## config.mk

```make
export PLATFORM = sky130hd
export DESIGN_NAME = cache_top
export DESIGN_NICKNAME = d
export VERILOG_FILES = /design/src/cache_pkg.sv /design/src/cache_front_end.sv /design/src/cache_memory.sv /design/src/cache_backend.sv /design/src/cache_control.sv /design/src/cache_top.sv
export SDC_FILE = /design/constraint.sdc
export NUM_CORES = 2
export LEC_CHECK = 0
export BUFFER_PORTS_ARGS = -buffer_cell sky130_fd_sc_hd__buf_2
export CAP_MARGIN = 20
export CORE_MARGIN = 2
export CORE_UTILIZATION = 45
export DETAILED_ROUTE_END_ITERATION = 10
export PLACE_DENSITY_LB_ADDON = 0.3
export SYNTH_ARGS = -nofsm -noshare
export SYNTH_HDL_FRONTEND = slang
export SYNTH_SLANG_ARGS = --single-unit
```

## constraint.sdc

```tcl
create_clock -name clk -period 4 [get_ports clk]
set_clock_uncertainty 0.05 [all_clocks]
set_input_delay 0.4 -clock clk [delete_from_list [all_inputs] [get_ports clk]]
set_output_delay 0.4 -clock clk [all_outputs]
set_load 0.01 [all_outputs]
```

## src/cache_pkg.sv

```systemverilog
package cache_pkg;

   // data space byte address, the requester adds one select bit above it
   localparam int addr_w = 12;
   localparam int data_w = 32;
   localparam int nbytes = data_w / 8;

   // line geometry
   localparam int index_w = 4;
   localparam int offset_w = 2;
   localparam int byte_off_w = 2;
   localparam int tag_w = addr_w - index_w - offset_w - byte_off_w;

   localparam int nlines = 2 ** index_w;
   localparam int nwords = 2 ** offset_w;

   // bit positions of the address fields
   localparam int offset_lsb = byte_off_w;
   localparam int index_lsb = offset_lsb + offset_w;
   localparam int tag_lsb = index_lsb + index_w;

   // control register space
   localparam int ctrl_addr_w = 2;

   typedef enum logic [1:0] {
      idle,
      refill,
      write_through
   } backend_state_t;

   // invalidate and clear_counters act on writes only
   typedef enum logic [ctrl_addr_w-1:0] {
      read_hits      = 2'd0,
      read_misses    = 2'd1,
      invalidate     = 2'd2,
      clear_counters = 2'd3
   } ctrl_op_t;

endpackage

```

## src/cache_front_end.sv

```systemverilog
`timescale 1ns/1ps

module cache_front_end
   import cache_pkg::*;
(
   input  logic                   clk,
   input  logic                   reset,
   input  logic [addr_w:0]        addr,
   input  logic [data_w-1:0]      wdata,
   input  logic [nbytes-1:0]      wstrb,
   input  logic                   req,
   output logic                   ack,
   output logic [data_w-1:0]      rdata,
   output logic                   data_req,
   output logic [addr_w-1:0]      data_addr,
   output logic                   data_req_reg,
   output logic [addr_w-1:0]      data_addr_reg,
   output logic [data_w-1:0]      data_wdata_reg,
   output logic [nbytes-1:0]      data_wstrb_reg,
   input  logic [data_w-1:0]      data_rdata,
   input  logic                   data_ack,
   output logic                   ctrl_req,
   output logic [ctrl_addr_w-1:0] ctrl_addr,
   input  logic [data_w-1:0]      ctrl_rdata,
   input  logic                   ctrl_ack
);

   logic ctrl_sel;
   logic data_req_int;

   // top address bit picks the control registers
   assign ctrl_sel = addr[addr_w];

   assign data_req_int = req && !ctrl_sel;
   assign ctrl_req = req && ctrl_sel;
   assign ctrl_addr = addr[ctrl_addr_w-1:0];

   // live request toward the cache, tags are read from it
   assign data_addr = addr[addr_w-1:0];
   assign data_req = data_req_int || data_req_reg;

   // result back to the requester
   assign ack = data_ack || ctrl_ack;
   assign rdata = ctrl_ack ? ctrl_rdata : data_rdata;

   always_ff @(posedge clk or posedge reset) begin
      if (reset) begin
         data_req_reg <= 1'b0;
      end else begin
         data_req_reg <= data_req_int;
      end
   end

   // request fields, compared one cycle later
   always_ff @(posedge clk) begin
      data_addr_reg <= addr[addr_w-1:0];
      data_wdata_reg <= wdata;
      data_wstrb_reg <= wstrb;
   end

   // only one side may answer a given request
   ack_one_side: assert property (
      @(posedge clk) disable iff (reset)
      !(data_ack && ctrl_ack)
   );

endmodule

```

## src/cache_memory.sv

```systemverilog
`timescale 1ns/1ps

module cache_memory
   import cache_pkg::*;
(
   input  logic                clk,
   input  logic                reset,
   input  logic                data_req,
   input  logic [addr_w-1:0]   data_addr,
   input  logic                data_req_reg,
   input  logic [addr_w-1:0]   data_addr_reg,
   input  logic [data_w-1:0]   data_wdata_reg,
   input  logic [nbytes-1:0]   data_wstrb_reg,
   output logic                data_ack,
   output logic [data_w-1:0]   data_rdata,
   output logic                hit,
   output logic                miss,
   input  logic                invalidate_all,
   output logic                refill_req,
   output logic                wt_req,
   output logic [addr_w-1:0]   miss_addr,
   output logic [data_w-1:0]   wt_wdata,
   output logic [nbytes-1:0]   wt_wstrb,
   input  logic                refill_we,
   input  logic [offset_w-1:0] refill_offset,
   input  logic [data_w-1:0]   refill_data,
   input  logic                refill_done,
   input  logic                wt_done
);

   logic [tag_w-1:0]    tag_mem [nlines];
   logic [data_w-1:0]   data_mem [nlines*nwords];
   logic [nlines-1:0]   valid;
   logic [tag_w-1:0]    tag_rd;
   logic [data_w-1:0]   data_rd;
   logic [index_w-1:0]  idx_live;
   logic [offset_w-1:0] off_live;
   logic [index_w-1:0]  idx_reg;
   logic [offset_w-1:0] off_reg;
   logic [tag_w-1:0]    tag_reg;
   logic                is_write;
   logic                tag_match;
   logic                access;
   logic                first;
   logic                busy;
   logic                ack_q;
   logic                done_q;

   assign idx_live = data_addr[index_lsb +: index_w];
   assign off_live = data_addr[offset_lsb +: offset_w];
   assign idx_reg = data_addr_reg[index_lsb +: index_w];
   assign off_reg = data_addr_reg[offset_lsb +: offset_w];
   assign tag_reg = data_addr_reg[tag_lsb +: tag_w];

   assign is_write = |data_wstrb_reg;
   assign tag_match = valid[idx_reg] && (tag_rd == tag_reg);

   // the registered request lingers one cycle past ack, skip that cycle
   assign access = data_req_reg && !ack_q;
   assign first = access && !busy;

   // one lookup per access
   assign hit = first && tag_match;
   assign miss = first && !tag_match;

   assign refill_req = miss && !is_write;
   assign wt_req = first && is_write;

   // line address for a refill, word address for a store
   assign miss_addr = is_write ?
                      {data_addr_reg[addr_w-1:offset_lsb], {offset_lsb{1'b0}}} :
                      {data_addr_reg[addr_w-1:index_lsb], {index_lsb{1'b0}}};
   assign wt_wdata = data_wdata_reg;
   assign wt_wstrb = data_wstrb_reg;

   // read hit acks at once, everything else after the backend finishes
   assign data_ack = (hit && !is_write) || done_q;
   assign data_rdata = data_rd;

   // array reads follow the live address, ready for the registered compare
   always_ff @(posedge clk) begin
      if (data_req) begin
         tag_rd <= tag_mem[idx_live];
         data_rd <= data_mem[{idx_live, off_live}];
      end
   end

   // refill words and strobed write hits
   always_ff @(posedge clk) begin
      if (refill_we) begin
         data_mem[{idx_reg, refill_offset}] <= refill_data;
      end else if (hit && is_write) begin
         for (int b = 0; b < nbytes; b++) begin
            if (data_wstrb_reg[b]) begin
               data_mem[{idx_reg, off_reg}][8*b +: 8] <= data_wdata_reg[8*b +: 8];
            end
         end
      end
      if (refill_done) begin
         tag_mem[idx_reg] <= tag_reg;
      end
   end

   always_ff @(posedge clk or posedge reset) begin
      if (reset) begin
         valid <= '0;
         busy <= 1'b0;
         ack_q <= 1'b0;
         done_q <= 1'b0;
      end else begin
         ack_q <= data_ack;
         done_q <= refill_done || wt_done;
         if (refill_req || wt_req) begin
            busy <= 1'b1;
         end else if (done_q) begin
            busy <= 1'b0;
         end
         // line is unusable while it is being refilled
         if (invalidate_all) begin
            valid <= '0;
         end else if (refill_req) begin
            valid[idx_reg] <= 1'b0;
         end else if (refill_done) begin
            valid[idx_reg] <= 1'b1;
         end
      end
   end

   // at most one lookup for each request
   one_lookup_per_access: assert property (
      @(posedge clk) disable iff (reset)
      (hit || miss) |=> !(hit || miss)
   );

endmodule

```

## src/cache_backend.sv

```systemverilog
`timescale 1ns/1ps

module cache_backend
   import cache_pkg::*;
(
   input  logic                clk,
   input  logic                reset,
   input  logic                refill_req,
   input  logic                wt_req,
   input  logic [addr_w-1:0]   miss_addr,
   input  logic [data_w-1:0]   wt_wdata,
   input  logic [nbytes-1:0]   wt_wstrb,
   output logic                refill_we,
   output logic [offset_w-1:0] refill_offset,
   output logic [data_w-1:0]   refill_data,
   output logic                refill_done,
   output logic                wt_done,
   output logic                mem_req,
   output logic [addr_w-1:0]   mem_addr,
   output logic [data_w-1:0]   mem_wdata,
   output logic [nbytes-1:0]   mem_wstrb,
   input  logic [data_w-1:0]   mem_rdata,
   input  logic                mem_ack
);

   backend_state_t      state;
   logic [addr_w-1:0]   addr_reg;
   logic [offset_w-1:0] word_cnt;
   logic [data_w-1:0]   wdata_reg;
   logic [nbytes-1:0]   wstrb_reg;

   always_ff @(posedge clk or posedge reset) begin
      if (reset) begin
         state <= idle;
         word_cnt <= '0;
         refill_done <= 1'b0;
         wt_done <= 1'b0;
      end else begin
         refill_done <= 1'b0;
         wt_done <= 1'b0;
         case (state)
            idle: begin
               word_cnt <= '0;
               if (refill_req) begin
                  state <= refill;
               end else if (wt_req) begin
                  state <= write_through;
               end
            end
            refill: begin
               if (mem_ack) begin
                  word_cnt <= word_cnt + 1'b1;
                  // last word of the line
                  if (word_cnt == offset_w'(nwords - 1)) begin
                     state <= idle;
                     refill_done <= 1'b1;
                  end
               end
            end
            write_through: begin
               if (mem_ack) begin
                  state <= idle;
                  wt_done <= 1'b1;
               end
            end
            default: state <= idle;
         endcase
      end
   end

   // miss address and store data
   always_ff @(posedge clk) begin
      if (state == idle && (refill_req || wt_req)) begin
         addr_reg <= miss_addr;
         wdata_reg <= wt_wdata;
         wstrb_reg <= wt_wstrb;
      end
   end

   assign mem_req = (state != idle);
   // refill walks the words of the line in ascending order
   assign mem_addr = (state == refill) ?
                     {addr_reg[addr_w-1:index_lsb], word_cnt, {offset_lsb{1'b0}}} :
                     addr_reg;
   assign mem_wdata = wdata_reg;
   assign mem_wstrb = (state == write_through) ? wstrb_reg : '0;

   // each word goes into the line as it arrives
   assign refill_we = (state == refill) && mem_ack;
   assign refill_offset = word_cnt;
   assign refill_data = mem_rdata;

   mem_req_held: assert property (
      @(posedge clk) disable iff (reset)
      mem_req && !mem_ack |=> mem_req && $stable(mem_addr)
   );

   // the cache never misses again before the previous transfer is done
   new_miss_when_idle: assert property (
      @(posedge clk) disable iff (reset)
      (refill_req || wt_req) |-> state == idle
   );

endmodule

```

## src/cache_control.sv

```systemverilog
`timescale 1ns/1ps

module cache_control
   import cache_pkg::*;
(
   input  logic                   clk,
   input  logic                   reset,
   input  logic                   ctrl_req,
   input  logic [ctrl_addr_w-1:0] ctrl_addr,
   input  logic [nbytes-1:0]      data_wstrb_reg,
   input  logic                   hit,
   input  logic                   miss,
   output logic                   ctrl_ack,
   output logic [data_w-1:0]      ctrl_rdata,
   output logic                   invalidate_all
);

   ctrl_op_t          op;
   logic              ctrl_write;
   logic [data_w-1:0] hit_cnt;
   logic [data_w-1:0] miss_cnt;

   assign op = ctrl_op_t'(ctrl_addr);

   // strobes of this request sit in the front end register by the ack cycle
   assign ctrl_write = ctrl_ack && (|data_wstrb_reg);
   assign invalidate_all = ctrl_write && (op == invalidate);

   assign ctrl_rdata = (op == read_misses) ? miss_cnt : hit_cnt;

   always_ff @(posedge clk or posedge reset) begin
      if (reset) begin
         ctrl_ack <= 1'b0;
         hit_cnt <= '0;
         miss_cnt <= '0;
      end else begin
         // request is still held during ack, so no back-to-back ack
         ctrl_ack <= ctrl_req && !ctrl_ack;
         if (ctrl_write && op == clear_counters) begin
            hit_cnt <= '0;
            miss_cnt <= '0;
         end else begin
            if (hit) begin
               hit_cnt <= hit_cnt + 1'b1;
            end
            if (miss) begin
               miss_cnt <= miss_cnt + 1'b1;
            end
         end
      end
   end

endmodule

```

## src/cache_top.sv

```systemverilog
`timescale 1ns/1ps

module cache_top
   import cache_pkg::*;
(
   input  logic              clk,
   input  logic              reset,
   input  logic [addr_w:0]   addr,
   input  logic [data_w-1:0] wdata,
   input  logic [nbytes-1:0] wstrb,
   input  logic              req,
   output logic              ack,
   output logic [data_w-1:0] rdata,
   output logic              mem_req,
   output logic [addr_w-1:0] mem_addr,
   output logic [data_w-1:0] mem_wdata,
   output logic [nbytes-1:0] mem_wstrb,
   input  logic [data_w-1:0] mem_rdata,
   input  logic              mem_ack
);

   // front end to cache memory
   logic                   data_req;
   logic [addr_w-1:0]      data_addr;
   logic                   data_req_reg;
   logic [addr_w-1:0]      data_addr_reg;
   logic [data_w-1:0]      data_wdata_reg;
   logic [nbytes-1:0]      data_wstrb_reg;
   logic [data_w-1:0]      data_rdata;
   logic                   data_ack;

   // front end to control registers
   logic                   ctrl_req;
   logic [ctrl_addr_w-1:0] ctrl_addr;
   logic [data_w-1:0]      ctrl_rdata;
   logic                   ctrl_ack;

   // statistics and invalidate
   logic                   hit;
   logic                   miss;
   logic                   invalidate_all;

   // cache memory and backend
   logic                   refill_req;
   logic                   wt_req;
   logic [addr_w-1:0]      miss_addr;
   logic [data_w-1:0]      wt_wdata;
   logic [nbytes-1:0]      wt_wstrb;
   logic                   refill_we;
   logic [offset_w-1:0]    refill_offset;
   logic [data_w-1:0]      refill_data;
   logic                   refill_done;
   logic                   wt_done;

   cache_front_end i_cache_front_end (.*);

   cache_memory i_cache_memory (.*);

   cache_backend i_cache_backend (.*);

   cache_control i_cache_control (.*);

endmodule

```

==> run metrics <==
run status finished, final reports clean; I/O Buffers 164; vias in the first global route 45,000; Post-synth EDFFs 2,194; die footprint 208,000 sq um; Yosys reg bits 2,331; initial antenna violation count 5; clock sink total 2,331; vias post-DR 44,900; FF-to-FF path depth 8; Hold Path Stages 2; minimum clock period 3.95 ns; H-tree depth 4; required time of the critical path 4.52 ns; Final Setup Violations 0; Final GP Congestion 0.829; P per Cell Area 497 nW/um^2; crit path launch i_cache_memory.tag_rd[3]; Final ANT Viol Nets 0; Hold Path Origin mem_rdata[10]; nets 4,849; Leak Pwr 33.9 nW; drt wl/cell 28.5 microns; Max clock buf depth 3; # rows 165; async set or reset register ratio after synthesis 0.0390; main area contributors after synthesis edfxtp_1 (72%), mux4_2 (16%), dfrtp_1 (2.5%), nor3_2 (1.6%), dfxtp_1 (1.0%); GRT Util Overall 0.209; largest net degree at the start of global routing 78; router iterations before antenna repair 5; critical path depth 8; Slew headroom 0.289; Sum Neg Setup Slack 0 ns; WP buf/inv 2; Most flops, register i_cache_memory.data_mem; first-pass GRT wire length 318 mm; TritonCTS clock tree built; CP max FO 8; worst-skew pair later-pin latency 0.87 ns; Top Registers i_cache_memory.data_mem x2048, i_cache_memory.tag_mem x64; fin util 0.525; P_int 40.9 mW; Die Wd 456 microns; setup ws final 0.0498 ns; DRT Wirelength 218 mm; Post-synth top cells edfxtp_1 (2,194), mux4_2 (660), clkbuf_1 (180), nor3_2 (150), nor3_1 (115); Clock transition at path regs 0.07 ns; Ys Warns 0; Mapped Cells 4,257; Netlist cell types 61; maxcap violations 0; max reg flops 2,048; crit-path leading delay family simple AND/OR/NAND/NOR gates; Syn Area/Cell 21.6 sq um; Syn Std Cell Area 91,800 sq um; Comb pwr share 0.073; Die Y 456 microns; CP Cell Sequence xnor2_1 -> nand4_1 -> or4_4 -> a2111oi_4 -> buf_12 -> mux2_2 -> nor3_1 -> buf_4; Critical Path AT 4.47 ns; Setup Buffers After CTS 0; Slew Viols, Final 0; sequential area share after synthesis 0.753; clock root buffer clkbuf_16; dominant synthesized flop cell edfxtp_1; DRC violation count after routing 0; Largest stage delay, worst path 0.64 ns; initial core utilization 0.453; Layout area overhead 15.9%; top cell type's share of synthesized area 0.718; Max Fclk 0.253 GHz; IO Count 167; hold crit path type in -> reg; Post-DP HPWL 138 mm; measured slew at the worst slew-check pin 1.06 ns; Synth area leader edfxtp_1; Peak VDD IR 0.498 mV; Worst setup EP type flop; DP Worst Slack 0.0869 ns; Avg Vias per Cell 5.88; Sequential Power Share 0.516; Psw 12.0 mW; DRT iter0 DRCs 5,230; RSZ-0062 raised after global routing no; sw frac 0.227; area of the core 203,000 sq um; cell with the most instances after synthesis edfxtp_1; layout cell share with drive strength beyond 1 0.355; Startpoint Class flop; WS Path Type reg -> reg; grt ovf 0; Hold WS 0.0714 ns; Final Hold Violating Endpoints 0; final worst-path cycle share 0.988; CTS Buf Count 229; RR Startpoint i_cache_memory.tag_rd[3]; PnR Total Power 52.8 mW; Clk pwr share 0.411; CP max stage cell or4_4
-- layer usage --
layer	vias up	track usage	share of wire
met2	1897	0.315	0.46
met3	288	0.0459	0.084
met5	-	0	0.00016
met4	6	0.0574	0.024
li1	18900	-	-
met1	23800	0.309	0.43
-- final cells by class --
class                      instances  area, sq um
sequential                      2331        69100
fill                           15300        96100
timing repair buffer             573         4790
multi-input combinational       1607        21400
clock buffer                     284         6080
clock inverter                   151         1570
inverter                          19         72.6
tap                             2672         3340
antenna                            1         2.50
-- stage by stage --
step	instance area (sq um)	std cells
finish	106000	7638
global placement	98100	7146
global route	106000	7638
detailed placement	98200	7148
CTS	106000	7634
floorplan	91800	4258
-- cells by family after synthesis --
logic type	share of synthesized area
other	0.0000409
buffers and inverters	0.0154
AO/OA/AOI/OAI	0.0176
flip-flops	0.753
XOR/XNOR	0.00229
multiplexers	0.171
AND/OR/NAND/NOR	0.0403
adder cells (fa/ha/maj)	0.000409
-- cells in the final DEF (no fill, tap or decap), types with 45 or more instances in the layout --
cell type	synthesis	layout
dlygate4sd3_1	0	51
nor3_1	115	112
buf_2	29	160
nor2_1	95	93
dfxtp_1	46	45
nor3_2	150	151
nand2_1	79	76
buf_12	0	59
a21oi_1	89	89
a22oi_1	65	65
mux4_2	660	660
clkbuf_16	0	232
buf_4	15	297
edfxtp_1	2194	2194
dfrtp_1	91	90
-- final timing paths --
check | slack (ns) | to
setup / recovery | 0.05 | i_cache_memory.data_mem[15][11]
hold / removal | 0.07 | i_cache_memory.data_mem[9][10]
setup reg to reg | 0.05 | i_cache_memory.data_mem[15][11]
hold reg to reg | 0.37 | i_cache_backend.mem_wdata[23]
max in group asynchronous | 2.33 | i_cache_control.miss_cnt[27]
min in group asynchronous | 0.57 | i_cache_front_end.data_req_reg
-- power groups by stage --
| stage | logic (mW) | registers, mW | clock network [mW] |
|---|---|---|---|
| final | 3.86 | 27.3 | 21.7 |
| after global routing | 4.09 | 27.3 | 23.0 |
| after CTS | 3.89 | 27.3 | 22.1 |
| after detailed placement | 3.84 | 27.8 | 0 |
| after global placement | 3.80 | 27.8 | 0 |
| after floorplan | 2.19 | 27.7 | 0 |
-- what timing repair did --
item | in CTS | in global routing
endpoints found under the hold margin | 155 | 0
setup endpoints to repair | 0 | 25
hold buffers | 51 | 0
gates resized for setup | 0 | 4
(Power assumes the default switching activity.)
